==> config.mk <==
export PLATFORM = sky130hd
export DESIGN_NAME = store_align
export DESIGN_NICKNAME = d
export VERILOG_FILES = /design/src/verilog/dcache_pkg.sv /design/src/verilog/store_align.sv
export SDC_FILE = /design/constraint.sdc
export NUM_CORES = 1
export LEC_CHECK = 0
export BUFFER_PORTS_ARGS = -buffer_cell sky130_fd_sc_hd__buf_2
export CORE_AREA = 5 5 75 77
export DETAILED_ROUTE_END_ITERATION = 16
export DIE_AREA = 0 0 80 82
export GPL_TIMING_DRIVEN = 0
export PLACE_DENSITY = 0.8
export SLEW_MARGIN = 5
export SYNTH_ARGS = -nofsm -noshare
export SYNTH_HDL_FRONTEND = slang
export SYNTH_SLANG_ARGS = --single-unit
==> constraint.sdc <==
create_clock -name vclk -period 0.8
set_input_delay 0.16 -clock vclk [all_inputs]
set_output_delay 0.16 -clock vclk [all_outputs]
set_load 0.05 [all_outputs]
==> src/verilog/dcache_pkg.sv <==
/*
 * L1 data cache shared definitions: sizes, address fields,
 * MOESI line state encoding and common payload types.
 */
package dcache_pkg;

	localparam int ADDR_BITS = 24;		// physical byte address
	localparam int WORD_BITS = 32;
	localparam int WORD_BYTES = WORD_BITS / 8;
	localparam int WORD_OFF_BITS = $clog2(WORD_BYTES);
	localparam int LINE_BYTES = 16;
	localparam int LINE_BITS = LINE_BYTES * 8;
	localparam int WORDS_PER_LINE = LINE_BITS / WORD_BITS;
	localparam int WORD_SEL_BITS = $clog2(WORDS_PER_LINE);
	localparam int OFFSET_BITS = $clog2(LINE_BYTES);
	localparam int NUM_SETS = 16;
	localparam int INDEX_BITS = $clog2(NUM_SETS);
	localparam int TAG_BITS = ADDR_BITS - INDEX_BITS - OFFSET_BITS;
	localparam int TAG_LSB = OFFSET_BITS + INDEX_BITS;
	localparam int NUM_WAYS = 4;
	localparam int WAY_BITS = $clog2(NUM_WAYS);

	// state bit meanings
	localparam int DIRTY_BIT = 2;		// M, O
	localparam int SHARED_BIT = 0;		// S, O

	typedef enum logic [2:0] {
		ST_I = 3'b000,
		ST_S = 3'b001,
		ST_E = 3'b010,
		ST_O = 3'b101,
		ST_M = 3'b110
	} moesi_t;

	typedef logic [LINE_BITS-1:0] line_t;
	typedef logic [TAG_BITS-1:0] tag_t;
	typedef logic [INDEX_BITS-1:0] index_t;
	typedef logic [TAG_BITS+INDEX_BITS-1:0] line_addr_t;	// {tag, index}
	typedef logic [LINE_BYTES-1:0] byte_en_t;
	typedef logic [NUM_WAYS-1:0] way_vec_t;

endpackage
==> src/verilog/store_align.sv <==
/*
 * Store alignment: places the word byte mask at its position
 * in the line and replicates the store word across the line.
 */
module store_align import dcache_pkg::*; (
	input  logic store_en,
	input  logic [ADDR_BITS-1:WORD_OFF_BITS] store_addr,
	input  logic [WORD_BITS-1:0] store_data,
	input  logic [WORD_BYTES-1:0] store_mask,
	output byte_en_t store_byte_en,
	output line_t store_line
);

	logic [WORD_SEL_BITS-1:0] word_sel;
	int unsigned byte_shift;

	assign word_sel = store_addr[WORD_OFF_BITS +: WORD_SEL_BITS];

	always_comb begin
		byte_shift = int'(word_sel) * WORD_BYTES;
		if (store_en) begin
			store_byte_en = byte_en_t'(store_mask) << byte_shift;
		end else begin
			store_byte_en = '0;	// nothing written
		end
	end

	// every word slot gets the same data, byte enables pick the slot
	assign store_line = {WORDS_PER_LINE{store_data}};

endmodule

* After elaboration in Yosys (flattened, before gate mapping)
Cells that the tools add are included.
** Word-level totals
- Register bits :: 0
- Output and inout bits :: 144
- Input bits :: 59
** Operators by class
- Shift-type cells :: 1
- Muxes and demuxes :: 1
** Operators by type and width (number)
- 16-bit 2-to-1 mux :: 1
- 4-bit by 4-bit << shifter with 16-bit output :: 1

* Logic depth before layout (Yosys ltp)
- Depth in word-level cells :: 2
- Depth in mapped cells :: 2
- Depth with buffers taken out :: 1

* Least setup slack after synthesis
No wires, ideal clock.
- Path type :: input-to-output
- From :: input port store_addr[3] in the netlist's numbering
- To :: output port store_byte_en[7]
- Arrival time :: 0.849 ns
- Path buffers :: 1
- Path slack :: -0.209 ns
- Cell stages on the path :: 2
- Cell sequence :: buf_2 and4b_1
** Between the ends
- Cells in the longest elaborated chain, start to end :: 2
** Ends and longest elaborated chain
- start, declared :: RTL line store_align.sv:7 : input logic [ADDR_BITS-1:WORD_OFF_BITS] store_addr,
- 4-bit by 4-bit << shifter with 16-bit output :: RTL line store_align.sv:22 : store_byte_en = byte_en_t'(store_mask) << byte_shift;
- 16-bit 2-to-1 mux :: RTL line store_align.sv:21 : if (store_en) begin
- end, declared :: RTL line store_align.sv:10 : output byte_en_t store_byte_en,
Every way passes these cells.

* Worst setup path after layout
- From :: input port store_addr[2] in the netlist's numbering
- To :: output port store_byte_en[11]
Same word-level chain as after synthesis.

==> impl_metrics.py <==
metrics = {
    "outcome": {
        "status": "finished, violations left",
        "violations": "negative setup slack",
    },
    "pwr": {
        "leakagePower_nw": 1.395,
        "p_per_area_nw_per_um2": 1014,
        "ir_worst_vdd_uv": 757.7,
        "power_w": 0.002337,
    },
    "global_route": {
        "grt_pass1_vias": 1284,
        "grt_use_met1_pct": 10.13,
        "antenna_found_initial": 0,
        "grtUsageMet3_pct": 3.509,
        "grt_overflow": 0,
        "grt_max_degree": 9,
        "busiest_layer": "met2",
        "grt_pass1_wl_mm": 5.609,
        "grtUsageTotal_pct": 10.20,
        "grt_util_met2_pct": 20.20,
    },
    "routing": {
        "vias_per_cell": 3.646,
        "drtIter0Drc": 14,
        "drc_errors": 0,
        "wl_mm": 4.144,
        "ant_nets": 0,
        "wl_per_cell_um": 11.11,
        "drtPass1Iterations": 4,
        "via_count": 1360,
    },
    "yosys": {
        "ys_top_cells_by_area": "buf_4 (83%), and4b_2 (5.9%), and4bb_2 (4.3%), and4_2 (3.5%), and4b_1 (1.7%)",
        "post-synth-top-area-fraction_pct": 83.30,
        "synth.mux.area_fraction_pct": 0,
        "yosysTopAreaCell": "buf_4",
        "ys_warn_count": 0,
        "synth.net_count": 206,
        "synth_compound_area_share_pct": 0,
        "synth-simple-area-share_pct": 15.40,
        "post_synth_xor_area_fraction_pct": 0,
        "syn-cell-area_um2": 1154,
        "synth_top_family_by_area": "buffers and inverters",
        "ys_seq_area_share_pct": 0,
        "syn_inst": 147,
        "avgSynthCellArea_um2": 7.848,
        "yosysUniqueCellTypes": 7,
        "synthAdderAreaFrac_pct": 0,
    },
    "setup_path": {
        "critPathArrivalTime_ns": 0.87,
        "cp_top_family": "buffers and inverters",
        "crit_chain": "buf_12 > buf_8 > and4b_4 > buf_8",
        "crit_path_end_kind": "output port",
        "crit_end": "store_byte_en[11]",
        "cpMostUsedCell": "buf_8",
        "max_stage_delay_ns": 0.33,
        "cp-startpoint": "store_addr[2]",
        "cp.buffers_inverters": 3,
        "critPathMaxFanout": 8,
        "path_depth": 4,
        "slowest_stage": "and4b_4",
        "cp.required_ns": 0.64,
        "criticalPathCategory": "in -> out",
        "crit_path_start_kind": "primary input",
    },
    "sta": {
        "final_hold_viol_count": 0,
        "setup_viol": 16,
        "maxSlewHeadroom_pct": 82.36,
        "rsz0062_at_grt": "yes",
        "fin_crit_sh_pct": 128.7,
        "timing.fmax_mhz": 971.1,
        "drv_slew": 0,
        "tightest_slew_ns": 0.2664,
        "min_period_ns": 1.030,
        "fin_hold_ws_ns": 0.6224,
        "fin_ws_ns": -0.2297,
    },
    "floorplan": {
        "dieHeight_um": 82,
        "io_pins": 203,
        "num_rows": 26,
        "die_w_um": 80,
        "start_util_pct": 23.33,
        "die-area_um2": 6560,
        "core_um2": 4945,
    },
    "placed_design": {
        "hpwl_mm": 3.407,
        "gp_congestion": 0.6666,
        "port_buffers": 151,
        "pre_cts_ws_ns": -0.3761,
    },
    "cells_and_area": {
        "fin_nets": 364,
        "antenna_cells": 0,
        "seq_cells": 0,
        "syn2layout_area_growth_pct": 99.67,
        "layout-drive-gt1-share_pct": 100.0,
        "clkbuf_count": 0,
        "nFillCells": 462,
        "final-seq-area_um2": 0,
    },
    "worst_hold_path": {
        "hold_class": "in -> out",
    },
    "cts": {
        "cts_hold_buf": 0,
    },
    "run": {
        "drv_cap": 0,
    },
}
[cell usage after synthesis]
cell      count
and4_2        4
buf_2         1
clkbuf_2      2
and4bb_2      4
buf_4       128
and4b_1       2
and4b_2       6
[metal layers]
layer	routed length, um	part of all wire [%]	vias to the layer above
li1	-	-	660
met1	1333	32	577
met2	2102	51	117
met3	624	15	6
met4	83	2.0	0
met5	0	0	-
[metrics by stage]
stage | util (%) | std cells | TNS, ns | area [um^2]
after detailed placement | 41.37 | 368 | -4.946 | 2046
after floorplan | - | 147 | -0.4853 | 1202
after global routing | 46.58 | 373 | -2.555 | 2303
after global placement | 41.37 | 368 | -4.699 | 2046
after CTS | 46.26 | 372 | -2.499 | 2287
final | 46.58 | 373 | -2.299 | 2303
[final cells by class]
class,count,area [um^2],area share (%)
Tap cell,70,87.58,3.802
Buffer,131,1006,43.67
Timing Repair Buffer,156,1007,43.73
Multi-Input combinational cell,16,202.7,8.800
[cell usage in the layout (no fill, tap or decap)]
cell | netlist | final
buf_8 | 0 | 16
buf_6 | 0 | 5
and4b_4 | 0 | 6
buf_4 | 128 | 130
buf_2 | 1 | 132
and4b_2 | 6 | 2
and4bb_2 | 4 | 3
and4_4 | 0 | 3
buf_12 | 0 | 4
and4_2 | 4 | 1
and4bb_4 | 0 | 1
[worst min path at each step]
stage	from	endpoint	slack, ns	cells past startpoint
final	store_data[12]	store_line[108]	0.62	2
after detailed placement	store_data[22]	store_line[22]	0.62	2
after global routing	store_data[9]	store_line[41]	0.62	2
after CTS	store_data[6]	store_line[70]	0.62	2
after floorplan	store_data[0]	store_line[0]	0.49	1
after global placement	store_data[28]	store_line[28]	0.62	2
[logic make-up after synthesis]
family / after synthesis
buffers and inverters: 131
and+or+nand+nor: 16
[report_power, final]
group	leakage, nW	internal (W)	total, W	switching, W
clock network	0	0	0	0
logic	1.40	0.000780	0.00234	0.00156
registers	0	0	0	0
[repair_timing]
action                                  4_1_cts  5_1_grt
endpoints found under the setup margin       16       16
pin swaps                                     6        4
setup buffers                                 1        2
cloned                                        3        0
resized for setup                            56       11
Note: power is estimated with default switching activity, not from simulation.
