**config.mk**
```make
export PLATFORM = sky130hd
export DESIGN_NAME = cache_way
export DESIGN_NICKNAME = d
export VERILOG_FILES = /design/src/verilog/dcache_pkg.sv /design/src/verilog/cache_way.sv /design/src/verilog/line_store.sv
export SDC_FILE = /design/constraint.sdc
export NUM_CORES = 2
export LEC_CHECK = 0
export BUFFER_PORTS_ARGS = -buffer_cell sky130_fd_sc_hd__buf_2
export CAP_MARGIN = 20
export CORE_ASPECT_RATIO = 2
export CORE_MARGIN = 3
export CORE_UTILIZATION = 50
export DETAILED_ROUTE_END_ITERATION = 7
export HOLD_SLACK_MARGIN = 0.1
export PLACE_DENSITY = 0.74
export SYNTH_ARGS = -nofsm -noshare
export SYNTH_HDL_FRONTEND = slang
export SYNTH_SLANG_ARGS = --single-unit
```
**constraint.sdc**
```tcl
create_clock -name clk -period 14.4 [get_ports clk]
set_input_delay 2.88 -clock clk [delete_from_list [all_inputs] [get_ports clk]]
set_output_delay 2.88 -clock clk [all_outputs]
set_load 0.1 [all_outputs]
```
**src/verilog/dcache_pkg.sv**
```systemverilog
/*
 * L1 data cache shared definitions: sizes, address fields,
 * MOESI line state encoding and common payload types.
 */
package dcache_pkg;

	localparam int ADDR_BITS = 24;		// physical byte address
	localparam int WORD_BITS = 32;
	localparam int WORD_BYTES = WORD_BITS / 8;
	localparam int WORD_OFF_BITS = $clog2(WORD_BYTES);
	localparam int LINE_BYTES = 16;
	localparam int LINE_BITS = LINE_BYTES * 8;
	localparam int WORDS_PER_LINE = LINE_BITS / WORD_BITS;
	localparam int WORD_SEL_BITS = $clog2(WORDS_PER_LINE);
	localparam int OFFSET_BITS = $clog2(LINE_BYTES);
	localparam int NUM_SETS = 16;
	localparam int INDEX_BITS = $clog2(NUM_SETS);
	localparam int TAG_BITS = ADDR_BITS - INDEX_BITS - OFFSET_BITS;
	localparam int TAG_LSB = OFFSET_BITS + INDEX_BITS;
	localparam int NUM_WAYS = 4;
	localparam int WAY_BITS = $clog2(NUM_WAYS);

	// state bit meanings
	localparam int DIRTY_BIT = 2;		// M, O
	localparam int SHARED_BIT = 0;		// S, O

	typedef enum logic [2:0] {
		ST_I = 3'b000,
		ST_S = 3'b001,
		ST_E = 3'b010,
		ST_O = 3'b101,
		ST_M = 3'b110
	} moesi_t;

	typedef logic [LINE_BITS-1:0] line_t;
	typedef logic [TAG_BITS-1:0] tag_t;
	typedef logic [INDEX_BITS-1:0] index_t;
	typedef logic [TAG_BITS+INDEX_BITS-1:0] line_addr_t;	// {tag, index}
	typedef logic [LINE_BYTES-1:0] byte_en_t;
	typedef logic [NUM_WAYS-1:0] way_vec_t;

endpackage
```
**src/verilog/cache_way.sv**
```systemverilog
/*
 * One cache way: tag and data arrays plus line states.
 * Hit detection on the load, store and fill indexes, fill and store writes.
 */
module cache_way import dcache_pkg::*; (
	input  logic clk,
	input  logic reset,
	input  logic [ADDR_BITS-1:0] load_addr,
	input  logic [ADDR_BITS-1:WORD_OFF_BITS] store_addr,
	input  logic store_en,
	input  byte_en_t store_byte_en,
	input  line_t store_line,
	input  line_addr_t fill_addr,
	input  line_t fill_data,
	input  moesi_t fill_state,
	input  logic fill_en,
	output logic load_match,
	output line_t load_line,
	output logic store_writable,
	output logic store_shared,
	output logic fill_match,
	output logic fill_vacant,
	output logic victim_dirty,
	output tag_t victim_tag,
	output line_t victim_line
);

	moesi_t state [NUM_SETS];

	index_t ld_idx, st_idx, fl_idx;
	tag_t ld_tag, st_tag, fl_tag;
	tag_t ld_tag_rd;
	tag_t st_tag_rd;
	moesi_t ld_state, st_state, fl_state;
	line_t st_line_rd;
	line_t store_merged;
	logic store_write;
	index_t data_waddr;
	line_t data_wdata;

	assign ld_idx = load_addr[OFFSET_BITS +: INDEX_BITS];
	assign ld_tag = load_addr[TAG_LSB +: TAG_BITS];
	assign st_idx = store_addr[OFFSET_BITS +: INDEX_BITS];
	assign st_tag = store_addr[TAG_LSB +: TAG_BITS];
	assign fl_idx = fill_addr[INDEX_BITS-1:0];
	assign fl_tag = fill_addr[INDEX_BITS +: TAG_BITS];

	line_store #(.payload_t(tag_t)) u_tags (
		.clk(clk),
		.we(fill_en),
		.waddr(fl_idx),
		.wdata(fl_tag),
		.raddr_a(ld_idx),
		.raddr_b(st_idx),
		.raddr_c(fl_idx),
		.rdata_a(ld_tag_rd),
		.rdata_b(st_tag_rd),
		.rdata_c(victim_tag)
	);

	line_store #(.payload_t(line_t)) u_data (
		.clk(clk),
		.we(fill_en | store_write),
		.waddr(data_waddr),
		.wdata(data_wdata),
		.raddr_a(ld_idx),
		.raddr_b(st_idx),
		.raddr_c(fl_idx),
		.rdata_a(load_line),
		.rdata_b(st_line_rd),
		.rdata_c(victim_line)
	);

	assign ld_state = state[ld_idx];
	assign st_state = state[st_idx];
	assign fl_state = state[fl_idx];

	assign load_match = (ld_state != ST_I) && (ld_tag_rd == ld_tag);
	assign store_writable = (st_state == ST_E || st_state == ST_M) && (st_tag_rd == st_tag);
	assign store_shared = (st_state != ST_I) && st_state[SHARED_BIT] && (st_tag_rd == st_tag);
	assign fill_match = (fl_state != ST_I) && (victim_tag == fl_tag);
	assign fill_vacant = (fl_state == ST_I);
	assign victim_dirty = fl_state[DIRTY_BIT];

	// fill has priority, store is retried
	assign store_write = store_en && store_writable && !fill_en;

	always_comb begin
		store_merged = st_line_rd;
		for (int b = 0; b < LINE_BYTES; b++) begin
			if (store_byte_en[b])
				store_merged[b*8 +: 8] = store_line[b*8 +: 8];
		end
	end

	assign data_waddr = fill_en ? fl_idx : st_idx;
	assign data_wdata = fill_en ? fill_data : store_merged;

	always_ff @(posedge clk) begin
		if (reset) begin
			for (int i = 0; i < NUM_SETS; i++)
				state[i] <= ST_I;
		end else if (fill_en) begin
			state[fl_idx] <= fill_state;
		end else if (store_write && st_state == ST_E) begin
			state[st_idx] <= ST_M;	// first write dirties the line
		end
	end

endmodule

```
**src/verilog/line_store.sv**
```systemverilog
/*
 * Small entry array for any payload, one entry per set.
 * One clocked write port and three asynchronous read ports.
 */
module line_store import dcache_pkg::*; #(
	parameter type payload_t = line_t
) (
	input  logic clk,
	input  logic we,
	input  index_t waddr,
	input  payload_t wdata,
	input  index_t raddr_a,
	input  index_t raddr_b,
	input  index_t raddr_c,
	output payload_t rdata_a,
	output payload_t rdata_b,
	output payload_t rdata_c
);

	payload_t mem [NUM_SETS];

	always_ff @(posedge clk) begin
		if (we)
			mem[waddr] <= wdata;
	end

	assign rdata_a = mem[raddr_a];	// load
	assign rdata_b = mem[raddr_b];	// store
	assign rdata_c = mem[raddr_c];	// fill / victim

endmodule

```
After elaboration in Yosys (flattened, before gate mapping):

Memories as Yosys holds them, arrays and structs flattened.
Cells that the tools add are included.

* reduce and logical (&&, ||, !) cells: 16
* bitwise logic cells: 1
* mux-type cells: 36
* eq/ne operators: 5

Operators by type and width (count)
* 128-bit two-way mux: 1
* 8-bit two-way mux: 16
* 16-bit == test: 3
* 1-bit two-way mux: 14
* 4-bit two-way mux: 3
* 3-bit nonzero test: 3
* 1-bit logical AND: 8
* 3-bit two-way mux: 2
* 3-bit OR reduction: 2
* 3-bit by 2-bit == test with 1-bit output, second input constant: 1
* 3-bit == test, second input constant: 1
* 3-bit logical NOT: 1
* 1-bit logical NOT: 1
* 1-bit logical OR: 1
* 1-bit bitwise OR: 1

* memories kept: 3
* memory bits (writable): 2352
* logic and storage cells: 61
* output and inout port bits: 278
* flip-flop bits (word level): 0
* bits of input ports: 345

Memories
* u_data.mem: depth 16, width 128, read ports 3, clocked after Yosys merged registers in 0, wr ports 1, RTL line line_store.sv:20 `payload_t mem [NUM_SETS];`
* u_tags.mem: depth 16, width 16, read ports 3, clocked after Yosys merged registers in 0, wr ports 1, RTL line line_store.sv:20
* state: depth 16, width 3, read ports 3, clocked after Yosys merged registers in 0, wr ports 16, RTL line cache_way.sv:28 `moesi_t state [NUM_SETS];`

Longest topological paths before layout:

An unclocked memory read counts as a cell.

* word-level depth: 13
* depth in mapped cells: 14
* mapped depth without buffers: 9

Cells and area by module:

From an unflattened synthesis, not the netlist that was laid out.

* cell total of the unflattened synthesis: 6250
* area, all modules: 127554.8 um^2

Modules (own cells, without submodules)
* line_store (u_data): cells an instance 4741, seq. area each 61499.0 um^2, area an instance 107573.2 um^2, instances 1
* line_store (u_tags): cells an instance 690, seq. area each 7687.4 um^2, area an instance 13588.0 um^2, instances 1
* cache_way: cells an instance 819, seq. area each 1441.4 um^2, area an instance 6393.6 um^2, instances 1

Least setup slack after synthesis:

Ideal clock, no wire load.

* kind: input port to flip-flop
* start point: input store_addr[6] in the netlist's numbering
* end point: memory u_data.mem[3][0] in the netlist's numbering, enable pin
* library setup time: 0.660 ns
* path slack: 2.269 ns
* data required time: 13.740 ns
* stages: 14
* path buffers: 5
* arrival: 11.472 ns
* path through: clkbuf_1 > clkbuf_1 > clkbuf_1 > mux4_2 > mux2i_1 > xor2_1 > nand2_1 > o21ai_0 > nand4b_1 > nor3_4 > buf_6 > buf_8 > nand3_1 > o22ai_1

* cells in the longest elaborated chain, start to end: 9
* elaborated cells between the ends (all ways): 13
* those cells by class: 3 x eq/ne; 3 x mux; 1 x bitwise; 4 x reduce/logical; 2 x memory

Ends and longest elaborated chain
* start: declaration: RTL line cache_way.sv:9 `input logic [ADDR_BITS-1:WORD_OFF_BITS] store_addr,`
* parallel branches: the longest is 9 deep, another holds memory 16 x 16 bit
* end: declaration: RTL line line_store.sv:20

Several ways; the timed one is not identified.

Worst setup path after layout:

* start point: input store_addr[4] in the netlist's numbering
* end point: output store_writable

* cells in the longest elaborated chain, start to end: 4
* elaborated cells between the ends (all ways): 7
* those cells by class: 3 x eq/ne; 2 x reduce/logical; 2 x memory

Ends and longest elaborated chain
* parallel branches: the longest is 3 deep, another holds memory 16 x 16 bit
* 1-bit logical AND *: RTL line cache_way.sv:79 `assign store_writable = (st_state == ST_E || st_state == ST_M) && (st_tag_rd == st_tag);`
* end: declaration: RTL line cache_way.sv:19 `output logic store_writable,`

Every way passes the cells marked *.

==> flow_summary.toml <==
[cts]
clk_pin_slew_ns = 0.07
ctsResizeCount = 0
cts_inserted_buffers = 213
hold_buffers = 0
cts_tree = "done"
cts_sinks = 2352
clk_latency_ns = 0.89
h-tree-depth = 4
postCtsSetupRepairBufs = 0
root_buffer = "clkbuf_16"
cts_buffer_depth = 4

[cells_and_area]
postLayoutCoreUtil_pct = 56.2
nFillCells = 18400
nNetsFinal = 6837
synthToLayoutAreaGrowth_pct = 11.4
drive_gt1_share_pct = 50.9
seq_area_um2 = 70600
multiInputGateArea_um2 = 54200

[detailed_routing]
postRouteWirelength_um = 391000
vias_per_cell = 7.44
vias = 74100
dr.pass1.iters = 6
drt-initial-drc-count = 9650
drcViolationCount = 0
post_drt_wl_per_cell_um = 39.3
ant_nets = 0

[logic_synthesis]
synth_edf_count = 2352
synth-seq-area-share_pct = 55.7
synth_nets = 6308
yosysWarningCount = 0
netlist_area_um2 = 127000
dominantRegCellSynth = "edfxtp_1"
synth_area_leaders = "edfxtp_1, mux4_2, mux2i_1"
synthArstFlopShare_pct = 0
synth_top_cell_area_share_pct = 55.7
ys_ff_latch = 2352
synthDistinctLibCells = 58
synthCells = 5963
synth_area_per_cell_um2 = 21.3
synth_top_area_cell = "edfxtp_1"

[sta]
fin_worst_skew_ns = 0.0659
slew_violations = 0
period_share_pct = 75.8
max_freq_mhz = 91.6
whs_ns = 1.32
final_hold_viol_count = 0
layout_setup_ws_ns = 3.49
tightest_slew_ns = 1.31
rsz0062_at_grt = "false"
setup_viol = 0
slew_headroom_pct = 12.5
tns_ns = 0
fin_crit_ns = 10.91

[setup_path]
critPathCaptureType = "output port"
start_kind = "primary input"
slowest_stage = "buf_4"
crit_type = "primary input to output port"
max_stage_delay_ns = 0.80
cp_max_fo = 57
arrival_ns = 8.03
worstPathRequired_ns = 11.52
path_cells = "buf_8 -> buf_4 -> mux4_2 -> mux2i_1 -> xor2_1 -> o2111ai_1 -> o31a_1 -> nand4b_1 -> nor3_4 -> inv_1 -> nor2_1 -> buf_2"

[global_routing]
antenna_found_initial = 43
grt_pass1_vias = 77300
grt_max_degree = 129
grt_overflow = 0
grt_usage_pct = 30.1
grt_pass1_wl_um = 559000

[hold_path]
hold_class = "register to register"

[placed_design]
port-buffer-count = 616
hpwl_um = 226000
globalplace.congestion = 0.872
pre_cts_ws_ns = 3.61

[die]
initial_utilization_pct = 50.4
ios = 623
fp.dieArea_um2 = 260000
die_height_um = 718
fp.coreArea_um2 = 251000
dieWidth_um = 362
num_rows = 260

[power_and_ir_drop]
ir_drop_mv = 0.122
p_leak_uw = 0.0447
p_total_uw = 16100
power_density_nw_per_um2 = 114

[outcome]
status = "completed"

[job]
drv_cap = 0
==> area by class of cell <==
type,instances,area share (%)
Clock buffer,248,3.86
Antenna cell,23,0.0407
Sequential cell,2352,50.0
Clock inverter,131,1.02
Inverter,4,0.0159
Multi-Input combinational cell,3045,38.3
Timing Repair Buffer,876,3.88
Tap cell,3275,2.90
==> through the flow <==
stage	cells	instance area, µm²
floorplan	5963	127000
global placement	9545	134000
detailed placement	9546	134000
CTS	9925	141000
global route	9935	141000
finish	9954	141000
==> where the power goes <==
part / switching [µW] / internal, µW / leakage (µW) / total, µW
registers: 38.6 / 7680 / 0.0213 / 7720
logic: 1680 / 873 / 0.0201 / 2550
clock network: 2610 / 3220 / 0.00336 / 5830
==> cell usage in the layout, fill, tap and decap left out, types with 11 or more instances in the layout <==
master	n
a211oi_1	28
a21oi_1	37
and2_1	19
and3_1	11
buf_12	25
buf_2	604
buf_4	233
buf_8	12
bufinv_16	28
clkbuf_1	35
clkbuf_16	213
clkinv_1	37
clkinv_2	40
clkinvlp_4	12
diode_2	23
edfxtp_1	2352
mux2_2	15
mux2i_1	169
mux4_2	2126
nand2_1	180
nand3_1	12
nor2_1	61
nor2_4	11
nor2b_1	22
nor3_1	21
nor4_1	12
o21ai_0	148
xnor2_1	17
xor2_1	32
==> state kept, by name (all words and copies together) (netlist names) <==
signal / cells
state: 48
u_data.mem: 2048
u_tags.mem: 256
==> final timing paths <==
kind	to	start	depth (start not counted)	slack (ns)
max	store_writable	store_addr[4]	12	3.49
min	u_data.mem[10][15]$_DFFE_PP_	u_data.mem[3][15]$_DFFE_PP_	5	1.32
max reg2reg	u_data.mem[1][51]$_DFFE_PP_	u_tags.mem[1][13]$_DFFE_PP_	11	8.42
min reg2reg	u_data.mem[10][15]$_DFFE_PP_	u_data.mem[3][15]$_DFFE_PP_	5	1.32
==> cells by family after synthesis <==
family,after synthesis,share of synthesized area [%]
AOI/OAI and AO/OA,287,1.35
xor gates and xnor gates,49,0.338
buffers and inverters,566,1.81
DFF,2352,55.7
muxes,2319,39.4
and+or+nand+nor,390,1.41
==> critical path: cells and delay by family <==
| kind | cells | cell delay (ns) |
|---|---|---|
| simple gates | 3 | 1.39 |
| buf+inv | 4 | 1.95 |
| compound gates | 2 | 0.28 |
| mux | 2 | 1.17 |
| xor+xnor | 1 | 0.24 |
==> cells in the mapped netlist, types with 28 or more instances <==
library cell and instances:
a211oi_1 28, a21oi_1 37, buf_1 123, buf_2 73, clkbuf_1 350, edfxtp_1 2352, mux2i_1 169, mux4_2 2126
nand2_1 180, nor2_1 77, o21ai_0 156, xor2_1 32
==> layer usage <==
metal | up-vias | share of wire [%] | GRT usage, %
li1 | 28200 | - | -
met1 | 39700 | 34 | 37.8
met2 | 5069 | 50 | 50.0
met3 | 1030 | 11 | 7.13
met4 | 50 | 5.0 | 13.6
met5 | - | 0.083 | 0
(Power assumes the default switching activity.)
