==> src/verilog/dcache_pkg.sv <==
/*
 * L1 data cache shared definitions: sizes, address fields,
 * MOESI line state encoding and common payload types.
 */
package dcache_pkg;

	localparam int ADDR_BITS = 24;		// physical byte address
	localparam int WORD_BITS = 32;
	localparam int WORD_BYTES = WORD_BITS / 8;
	localparam int WORD_OFF_BITS = $clog2(WORD_BYTES);
	localparam int LINE_BYTES = 16;
	localparam int LINE_BITS = LINE_BYTES * 8;
	localparam int WORDS_PER_LINE = LINE_BITS / WORD_BITS;
	localparam int WORD_SEL_BITS = $clog2(WORDS_PER_LINE);
	localparam int OFFSET_BITS = $clog2(LINE_BYTES);
	localparam int NUM_SETS = 16;
	localparam int INDEX_BITS = $clog2(NUM_SETS);
	localparam int TAG_BITS = ADDR_BITS - INDEX_BITS - OFFSET_BITS;
	localparam int TAG_LSB = OFFSET_BITS + INDEX_BITS;
	localparam int NUM_WAYS = 4;
	localparam int WAY_BITS = $clog2(NUM_WAYS);

	// state bit meanings
	localparam int DIRTY_BIT = 2;		// M, O
	localparam int SHARED_BIT = 0;		// S, O

	typedef enum logic [2:0] {
		ST_I = 3'b000,
		ST_S = 3'b001,
		ST_E = 3'b010,
		ST_O = 3'b101,
		ST_M = 3'b110
	} moesi_t;

	typedef logic [LINE_BITS-1:0] line_t;
	typedef logic [TAG_BITS-1:0] tag_t;
	typedef logic [INDEX_BITS-1:0] index_t;
	typedef logic [TAG_BITS+INDEX_BITS-1:0] line_addr_t;	// {tag, index}
	typedef logic [LINE_BYTES-1:0] byte_en_t;
	typedef logic [NUM_WAYS-1:0] way_vec_t;

endpackage
==> src/verilog/way_select.sv <==
/*
 * Way merge: picks the hitting way and the addressed word for the
 * registered load result, and forms the store status flags.
 */
module way_select import dcache_pkg::*; (
	input  logic clk,
	input  logic reset,
	input  logic load_valid,
	input  logic [ADDR_BITS-1:0] load_addr,
	input  way_vec_t load_match,
	input  line_t load_line [NUM_WAYS],
	input  way_vec_t store_writable,
	input  way_vec_t store_shared,
	input  way_vec_t fill_en,
	output logic load_hit,
	output logic [WORD_BITS-1:0] load_data,
	output logic store_ok,
	output logic store_must_inval,
	output logic store_wait
);

	line_t hit_line;
	logic [WORD_SEL_BITS-1:0] word_sel;
	logic [WORD_BITS-1:0] hit_word;

	// at most one way matches a given line
	always_comb begin
		hit_line = '0;
		for (int w = 0; w < NUM_WAYS; w++) begin
			if (load_match[w])
				hit_line = load_line[w];
		end
	end

	assign word_sel = load_addr[WORD_OFF_BITS +: WORD_SEL_BITS];
	assign hit_word = hit_line[word_sel*WORD_BITS +: WORD_BITS];

	always_ff @(posedge clk) begin
		if (reset)
			load_hit <= 1'b0;
		else
			load_hit <= load_valid && (|load_match);
	end

	always_ff @(posedge clk) begin
		if (load_valid)
			load_data <= hit_word;
	end

	assign store_ok = |store_writable;
	assign store_must_inval = |store_shared;
	assign store_wait = |(store_writable & fill_en);	// fill took the way this cycle

endmodule

==> config.mk <==
export PLATFORM = sky130hd
export DESIGN_NAME = way_select
export DESIGN_NICKNAME = d
export VERILOG_FILES = /design/src/verilog/dcache_pkg.sv /design/src/verilog/way_select.sv
export SDC_FILE = /design/constraint.sdc
export NUM_CORES = 1
export LEC_CHECK = 0
export ABC_CLOCK_PERIOD_IN_PS = 2290
export BUFFER_PORTS_ARGS = -buffer_cell sky130_fd_sc_hd__buf_4
export CORE_AREA = 10 10 223 225
export CTS_CLUSTER_DIAMETER = 60
export DETAILED_ROUTE_END_ITERATION = 10
export DIE_AREA = 0 0 233 235
export PLACE_DENSITY = 0.3
export RECOVER_POWER = 25
export SLEW_MARGIN = 20
export SYNTH_ARGS = -nofsm -noshare
export SYNTH_HDL_FRONTEND = slang
export SYNTH_SLANG_ARGS = --single-unit
==> constraint.sdc <==
create_clock -name clk -period 2.29 [get_ports clk]
set_input_delay 0.3435 -clock clk [delete_from_list [all_inputs] [get_ports clk]]
set_output_delay 0.3435 -clock clk [all_outputs]
set_load 0.05 [all_outputs]
* Yosys cells after proc, flatten, opt, wreduce, memory -nomap -nowiden *
Index checks and enable logic that the tools add are counted.

word-level totals
  memory bits (read-only) = 0
  word-level logic and storage cells = 13
  RAM bits = 0
  memories kept = 0
  latch bits = 0
  flip-flop bits (word level) = 33

cells by class
  $lt $le $gt $ge = 0
  multipliers = 0
  $add $sub $neg = 0
  bitwise operators = 1
  divide/modulo/power cells = 0
  equality and inequality tests = 0
  reductions and logical operators = 5
  shift-type cells = 1
  muxes and demuxes = 4

operators by type and width
  operator                                                 count
  128-bit 2-to-1 mux                                       4
  128-bit by 8-bit indexed part select with 32-bit output  1
  4-bit OR reduction                                       4
  4-bit AND                                                1
  1-bit logical AND                                        1

* Logic depth before layout (Yosys ltp) *
Gate-level depths: netlist of run 1.

  depth in word-level cells = 5
  mapped depth = 6
  gate-level depth less buffers = 4

* Worst setup path after synthesis of run 1 *
No wires, ideal clock.

  path kind = input to register
  start = input load_match[2]
  end = register load_data[13] (data pin)
  data required time = 2,030 ps
  arrival time = 1,421 ps
  library setup time = 260 ps
  slack = 609 ps
  stages on the path = 6
  cells stage by stage = or2_4 buf_6 buf_2 a221oi_1 o32ai_1 mux2_2

between the ends
  word-level cells in the longest chain between the ends = 3

RTL lines
  element                                                  line              text
  start: declaration                                       way_select.sv:10  input way_vec_t load_match,
  128-bit 2-to-1 mux (2 in series)                         way_select.sv:30  if (load_match[w])
  128-bit by 8-bit indexed part select with 32-bit output  way_select.sv:36  assign hit_word = hit_line[word_sel*WORD_BITS +: WORD_BITS];
  net hit_word[13]                                         way_select.sv:24  logic [WORD_BITS-1:0] hit_word;
  end signal: assignment                                   way_select.sv:47  load_data <= hit_word;
  end: declaration                                         way_select.sv:16  output logic [WORD_BITS-1:0] load_data,

The timed path passes the listed nets, and every way through them passes these cells.
A chain may end at the register's enable or synchronous reset.

* Worst setup path after layout of run 1 *
  start = input load_match[1]
  end = register load_data[26] (data pin)

between the ends
  word-level cells in the longest chain between the ends = 4

RTL lines
  element                                                  line
  128-bit 2-to-1 mux (3 in series)                         way_select.sv:30
  128-bit by 8-bit indexed part select with 32-bit output  way_select.sv:36
  net hit_word[26]                                         way_select.sv:24

The timed path passes the listed nets, and every way through them passes these cells.

==> impl_table.tex, run 1 <==
\begin{tabular}{lr}
\hline
Metric & Value \\
\hline
\multicolumn{2}{l}{\textbf{Run status}} \\
\quad Status & complete, no violations \\
\multicolumn{2}{l}{\textbf{Logic synthesis}} \\
\quad Number of warnings issued by yosys & 0 \\
\quad Flip-flop cell with the highest count after synthesis & edfxtp\_1 \\
\quad Net count after synthesis & 1039 \\
\quad Number of synthesized flops with an enable pin & 32 \\
\quad Fraction of synthesis flops using an asynchronous set or reset pin & 0 \\
\quad Synth top area share & 0.2488 \\
\quad Number of library cell types mapped by synthesis & 20 \\
\quad Cells after synthesis & 484 \\
\quad Synth area leader & a221oi\_1 \\
\quad Syn Std Cell Area & 4506 µm² \\
\quad Register bit count reported by yosys & 33 \\
\quad Cell types with the largest area share after synthesis & a221oi\_1, edfxtp\_1, o221ai\_1, o32ai\_1, o22ai\_1 \\
\quad Sequential fraction of the synthesis area & 0.2177 \\
\quad Syn avg cell area & 9.309 µm² \\
\multicolumn{2}{l}{\textbf{Routing}} \\
\quad Vias & between 7000 and 8000 \\
\quad Drt initial violations & 386 \\
\quad Vias per inst & roughly 4.5 \\
\quad Post-DR wirelength/cell & 26.02 µm \\
\quad Post-route antenna net violation count & 0 \\
\quad \# DRC & 0 \\
\quad First-pass iteration count of the detailed router & 5 \\
\quad DRT Wirelength & 41710 µm \\
\multicolumn{2}{l}{\textbf{Clock tree}} \\
\quad Setup bufs post-CTS & 0 \\
\quad Gates resized, CTS repair & 0 \\
\quad Clock sink count & 33 \\
\quad Buffers from clock root to sink, at most & 2 \\
\quad CTS Hold Bufs & 0 \\
\quad Root Buffer & clkbuf\_16 \\
\quad Clk slew on worst S/H paths & 0.07 ns \\
\quad Number of H-tree levels & 2 \\
\quad Number of clock buffers inserted by TritonCTS & 5 \\
\quad Clock tree from TritonCTS & built \\
\multicolumn{2}{l}{\textbf{STA}} \\
\quad Number of pins exceeding their max-slew limit in the final report & 0 \\
\quad F\_max & 553.1 MHz \\
\quad Final total negative setup slack & 0 ns \\
\quad Setup-violating endpoint count in the final report & 0 \\
\quad Worst hold margin & 0.1866 ns \\
\quad Setup repair after global routing missed its margin & no \\
\quad Pin slew with the least headroom to its limit & 1.247 ns \\
\quad Final period utilization & 0.7895 \\
\quad Hold violation count in the final report & 0 \\
\quad Max transition margin & 0.1687 \\
\quad Tmin final & 1.808 ns \\
\multicolumn{2}{l}{\textbf{Placed design}} \\
\quad Gp weighted congestion & 0.7918 \\
\quad Buffers on Ports & 568 \\
\quad HPWL after detailed placement & 33510 µm \\
\multicolumn{2}{l}{\textbf{Final layout}} \\
\quad Utilization of the core after routing & 0.2135 \\
\quad Diodes inserted & 0 \\
\quad Number of nets at the end of the flow & between 1500 and 2000 \\
\quad Share of cells above drive strength 1 & 0.6391 \\
\quad Syn-to-layout area delta & 113.7\% \\
\quad Commonest non-fill, non-tap cells in the layout & buf\_4, a221oi\_1, o22ai\_1, o221ai\_1, o32ai\_1 \\
\quad Most common cell after layout, fill and taps aside & buf\_4 \\
\multicolumn{2}{l}{\textbf{Power}} \\
\quad Sequential Power Share & 0.222 \\
\quad Cell-internal power & about 0.0022 W \\
\quad IR Drop Worst-Case VDD & 0.0002222 V \\
\quad Reported net switching power & 0.001314 W \\
\quad Share of total power consumed by net switching & 0.3753 \\
\quad Combinational share of power & 0.554 \\
\quad Clock network fraction of design power & 0.224 \\
\quad Pwr per Cell Area & 363.6 nW/µm² \\
\quad Lkg Pwr & 3.999 nW \\
\multicolumn{2}{l}{\textbf{Worst setup path}} \\
\quad Data required time of the worst path & 2.37 ns \\
\quad Crit path kind & input port to flop \\
\quad Startpoint type of the worst setup path & input port \\
\quad Critical Path Fanout Max & 65 \\
\quad Endpoint class of the critical path & flop \\
\quad Endpoint arrival time on the critical path & 1.88 ns \\
\multicolumn{2}{l}{\textbf{Global route}} \\
\quad Number of global-route vias before repair & 8066 \\
\quad Number of antenna violations at the first check in global routing & 0 \\
\quad Global-route wire length before repair & 57680 µm \\
\quad Total global-route track usage & 0.1428 \\
\quad Pin count of the biggest net entering global routing & 66 \\
\quad Residual overflow from global routing & 0 \\
\multicolumn{2}{l}{\textbf{Die}} \\
\quad Height of the die & 235 µm \\
\quad Starting Density & 0.09993 \\
\quad Core Footprint & between 40000 and 50000 µm² \\
\quad Die width & 233 µm \\
\quad I/O pin count & between 500 and 600 \\
\quad Total number of placement rows & 78 \\
\quad Total Die Area & 54760 µm² \\
\multicolumn{2}{l}{\textbf{Hold path}} \\
\quad Path category of the worst min-delay check & input port to flop \\
\multicolumn{2}{l}{\textbf{Flow run}} \\
\quad Number of violations of the max-capacitance limit & 0 \\
\hline
\end{tabular}
==> routing by layer <==
layer	global-route usage	wire, µm	up-vias
met5	0	0	-
met4	0.03394	613	0
met3	0.05358	3884	22
met2	0.2595	21640	369
met1	0.1519	15570	3476
li1	-	-	3373
==> per-stage QoR <==
stage | area, µm² | power (W) | setup WS (ns) | instances
after global routing | 9627 | 0.003724 | 0.4354 | 1603
after global placement | 9483 | 0.002751 | 0.2163 | 1595
final | 9627 | 0.003500 | 0.4821 | 1603
after CTS | 9629 | 0.003613 | 0.5591 | 1603
after floorplan | 4506 | 0.001616 | 0.6088 | 484
after detailed placement | 9483 | 0.002753 | 0.1925 | 1595
==> power groups by stage <==
| stage | logic [W] | clock network, W | registers (W) |
|---|---|---|---|
| 2_1_floorplan | 0.000573 | 0 | 0.00104 |
| 3_3_place_gp | 0.00196 | 0 | 0.000790 |
| 3_5_place_dp | 0.00196 | 0 | 0.000789 |
| 4_1_cts | 0.00197 | 0.000867 | 0.000777 |
| 5_1_grt | 0.00207 | 0.000869 | 0.000782 |
| 6_report | 0.00194 | 0.000784 | 0.000776 |
==> logic make-up after synthesis <==
family                 share of synthesized area
AO/OA/AOI/OAI                             0.5898
multiplexers                             0.07998
flip-flops                                0.2177
AND/OR/NAND/NOR                          0.01166
buffers and inverters                     0.1008
==> cell usage after synthesis, types with 2 or more instances <==
master / n
buf_1: 5
o22ai_1: 64
o221ai_1: 64
a221oi_1: 128
or4_1: 2
edfxtp_1: 32
a22oi_1: 2
clkbuf_1: 47
o32ai_1: 64
mux2_2: 32
buf_6: 12
buf_2: 24
==> worst max-delay path, stage by stage <==
cell	delay, ns
buf_4	0.14
buf_4	0.34
a221oi_1	0.58
o32ai_1	0.14
mux2_2	0.27
==> sequential cells by signal (all words and copies together), names as in the netlist <==
name / cells
load_data: 32
load_hit: 1
==> layout make-up <==
type,instances,area [µm²]
flip-flops and latches,33,980.9
fillers,5082,35460
multi-input cells,362,3085
well taps,600,750.7
repair buffers,599,4657
inverters,1,6.256
clock buffers,8,146.4
==> worst paths after layout <==
path,from,endpoint,slack (ns),cells after the start
max,load_match[1],load_data[26],0.48,5
min,reset,load_hit,0.19,2
No activity file was read; power rests on OpenSTA's default activity.
==> run 2: changes to the inputs <==
ABC_CLOCK_PERIOD_IN_PS = 1600   (was 2290)
CORE_AREA = 10 10 224 226   (was 10 10 223 225)
DIE_AREA = 0 0 234 236   (was 0 0 233 235)
clock period = 1.6 ns   (was 2.29 ns; I/O delays follow)
==> impl_table.tex, run 2 (synthesized netlist as in run 1, its figures left out) <==
\begin{tabular}{lr}
\hline
Metric & Value \\
\hline
\multicolumn{2}{l}{\textbf{Hold path}} \\
\quad Number of stages on the worst hold path & 2 (unchanged) \\
\quad Path category of the worst min-delay check & input port to flop \\
\quad Source of the worst hold timing path & reset \\
\multicolumn{2}{l}{\textbf{Routing}} \\
\quad DRT Wirelength & 45470 µm (+9.0\%) \\
\quad Post-DR wirelength/cell & 26.83 µm (+3.1\%) \\
\quad \# DRC & 0 (unchanged) \\
\quad First-pass iteration count of the detailed router & 5 (unchanged) \\
\quad Vias per inst & 4.543 (+0.59\%) \\
\quad Drt initial violations & 289 (-25\%) \\
\quad Post-route antenna net violation count & 0 (unchanged) \\
\quad Vias & 7701 (+6.4\%) \\
\multicolumn{2}{l}{\textbf{Worst setup path}} \\
\quad Data required time of the worst path & 1.67 ns (-0.70 ns) \\
\quad Critical path depth & 7 (+2) \\
\quad Largest delay contributor family on the critical path & buffers and inverters \\
\quad End point of the critical path & load\_data[26] \\
\quad Critical Path Fanout Max & 8 (-88\%) \\
\quad Critical path's largest stage delay & 0.33 ns (-0.25 ns) \\
\quad Endpoint class of the critical path & flop \\
\quad Cells along the critical path & buf\_6, or2\_4, buf\_16, buf\_12, a221oi\_1, o32ai\_1, mux2\_2 \\
\quad Crit path kind & input port to flop \\
\quad Slowest stage cell on the critical path & or2\_4 \\
\quad Endpoint arrival time on the critical path & 1.66 ns (-0.22 ns) \\
\quad Buffers plus inverters on the worst setup path & 3 (+1) \\
\quad Startpoint type of the worst setup path & input port \\
\quad Worst setup startpoint & load\_match[3] \\
\multicolumn{2}{l}{\textbf{STA}} \\
\quad Pin slew with the least headroom to its limit & 1.221 ns (-0.02568 ns) \\
\quad Max transition margin & 0.1858 (+0.01712) \\
\quad Number of pins exceeding their max-slew limit in the final report & 0 (unchanged) \\
\quad F\_max & 630.9 MHz \\
\quad Tmin final & 1.585 ns \\
\quad Final total negative setup slack & 0 ns (unchanged) \\
\quad Final period utilization & 0.9906 \\
\quad Setup-violating endpoint count in the final report & 0 (unchanged) \\
\quad Hold violation count in the final report & 0 (unchanged) \\
\quad Setup repair after global routing missed its margin & yes \\
\multicolumn{2}{l}{\textbf{Die}} \\
\quad Height of the die & 236 µm (+0.43\%) \\
\quad Core Footprint & 45860 µm² (+1.7\%) \\
\quad Total Die Area & 55220 µm² (+0.86\%) \\
\quad Starting Density & 0.09824 (-0.001690) \\
\quad I/O pin count & 591 (unchanged) \\
\quad Die width & 234 µm (+0.43\%) \\
\quad Total number of placement rows & 79 (+1.3\%) \\
\multicolumn{2}{l}{\textbf{Placed design}} \\
\quad HPWL after detailed placement & 36030 µm (+7.5\%) \\
\quad Buffers on Ports & 568 (unchanged) \\
\quad Gp weighted congestion & 0.8289 (+4.7\%) \\
\multicolumn{2}{l}{\textbf{Clock tree}} \\
\quad Number of H-tree levels & 2 (unchanged) \\
\quad Clock tree from TritonCTS & built \\
\quad Number of clock buffers inserted by TritonCTS & 5 (unchanged) \\
\quad Root Buffer & clkbuf\_16 \\
\quad Clk slew on worst S/H paths & 0.07 ns (about the same) \\
\quad Buffers from clock root to sink, at most & 2 (unchanged) \\
\quad CTS Hold Bufs & 0 (unchanged) \\
\quad Clock sink count & 33 (unchanged) \\
\multicolumn{2}{l}{\textbf{Power}} \\
\quad Reported net switching power & 0.002045 W (+56\%) \\
\quad Share of total power consumed by net switching & 0.3826 (+0.007221) \\
\quad Cell-internal power & 0.003301 W (+51\%) \\
\quad IR Drop Worst-Case VDD & 0.0002891 V (+30\%) \\
\quad Combinational share of power & 0.593 (+0.039) \\
\quad Pwr per Cell Area & 491.3 nW/µm² (+35\%) \\
\quad Sequential Power Share & 0.209 (-0.013) \\
\quad Clock network fraction of design power & 0.198 (-0.026) \\
\quad Lkg Pwr & 4.630 nW (+16\%) \\
\multicolumn{2}{l}{\textbf{Final layout}} \\
\quad Commonest non-fill, non-tap cells in the layout & buf\_4, a221oi\_1, o22ai\_1, o221ai\_1, o32ai\_1 \\
\quad Most common cell after layout, fill and taps aside & buf\_4 \\
\quad Syn-to-layout area delta & 141.5\% \\
\quad Multi-input combinational cell area & 3533 µm² (+15\%) \\
\quad Utilization of the core after routing & 0.2373 (+0.02378) \\
\quad Flip-flop count of the largest register after layout & 32 (unchanged) \\
\quad Share of cells above drive strength 1 & 0.7189 (+0.07981) \\
\quad Fillcell total & 5116 (+0.67\%) \\
\quad Most flop-heavy register & load\_data \\
\quad Register Area & 980.9 µm² (unchanged) \\
\quad Number of nets at the end of the flow & 1640 (+5.3\%) \\
\quad Registers with the highest flip-flop counts & load\_data (32), load\_hit (1) \\
\multicolumn{2}{l}{\textbf{Global route}} \\
\quad Number of global-route vias before repair & 8430 (+4.5\%) \\
\quad Global-route wire length before repair & 59150 µm (+2.6\%) \\
\quad Residual overflow from global routing & 0 (unchanged) \\
\quad Number of antenna violations at the first check in global routing & 3 (+3) \\
\quad Total global-route track usage & 0.1448 (+0.001966) \\
\quad Pin count of the biggest net entering global routing & 107 (+62\%) \\
\multicolumn{2}{l}{\textbf{Flow run}} \\
\quad Number of violations of the max-capacitance limit & 0 (unchanged) \\
\multicolumn{2}{l}{\textbf{Run status}} \\
\quad Status & complete, no violations \\
\hline
\end{tabular}
run 2: changes by cell type in the layout (fill, tap and decap cells not counted), moves of 2 or more:
cell / change
diode_2: +3
clkbuf_16: +8
a221oi_2: +42
buf_16: +2
a221oi_1: -48
o32ai_1: -9
buf_4: +66
a221oi_4: +6
o32ai_2: +9
buf_6: +6
run 2: layer usage:
layer | up-vias | track usage | wire length [µm]
met5 | - | 0 | 0
met4 | 0 | 0.04614 | 1076
met3 | 40 | 0.05329 | 3983
met2 | 368 | 0.2638 | 23320
met1 | 3743 | 0.1494 | 17090
li1 | 3550 | - | -
run 2: area by class of cell:
type / count / area share
diodes: 3 / 0.0006898
clock buffers: 6 / 0.01184
clock inverters: 1 / 0.0003449
inverters: 1 / 0.0005748
multi-input cells: 363 / 0.3247
flip-flops and latches: 33 / 0.09014
well taps: 607 / 0.06979
repair buffers: 681 / 0.5020
run 2: per-stage QoR:
step	total power [W]	hold WS (ns)	worst slack, ns	cell area, µm²	std cells
6_report	0.005347	0.09103	0.01498	10880	1695
5_1_grt	0.005634	0.07556	-0.02333	10880	1694
4_1_cts	0.005248	0.05756	0.008144	10220	1683
3_5_place_dp	0.004104	0.4086	-0.4565	10070	1676
3_3_place_gp	0.004118	0.4090	-0.4266	10070	1676
2_1_floorplan	0.002313	0.3161	0.02232	4506	484
run 2: power by group through the flow:
| stage | logic (W) | registers [W] | clock network [W] |
|---|---|---|---|
| floorplan | 0.000820 | 0.00149 | 0 |
| global placement | 0.00298 | 0.00114 | 0 |
| detailed placement | 0.00297 | 0.00114 | 0 |
| CTS | 0.00298 | 0.00112 | 0.00115 |
| global route | 0.00336 | 0.00113 | 0.00115 |
| finish | 0.00317 | 0.00112 | 0.00106 |
run 2: how the worst min path moves through the flow:
stage	endpoint
6_report	load_hit
3_3_place_gp	load_hit
3_5_place_dp	load_hit
5_1_grt	load_hit
2_1_floorplan	load_hit
4_1_cts	load_hit
run 2: timing repair:
| item | CTS | global route |
|---|---|---|
| gates cloned | 0 | 9 |
| resized for setup | 2 | 71 |
| endpoints found under the hold margin | 0 | 0 |
| setup buffers | 0 | 1 |
| pin swaps | 0 | 5 |
| endpoints found under the setup margin | 2 | 19 |
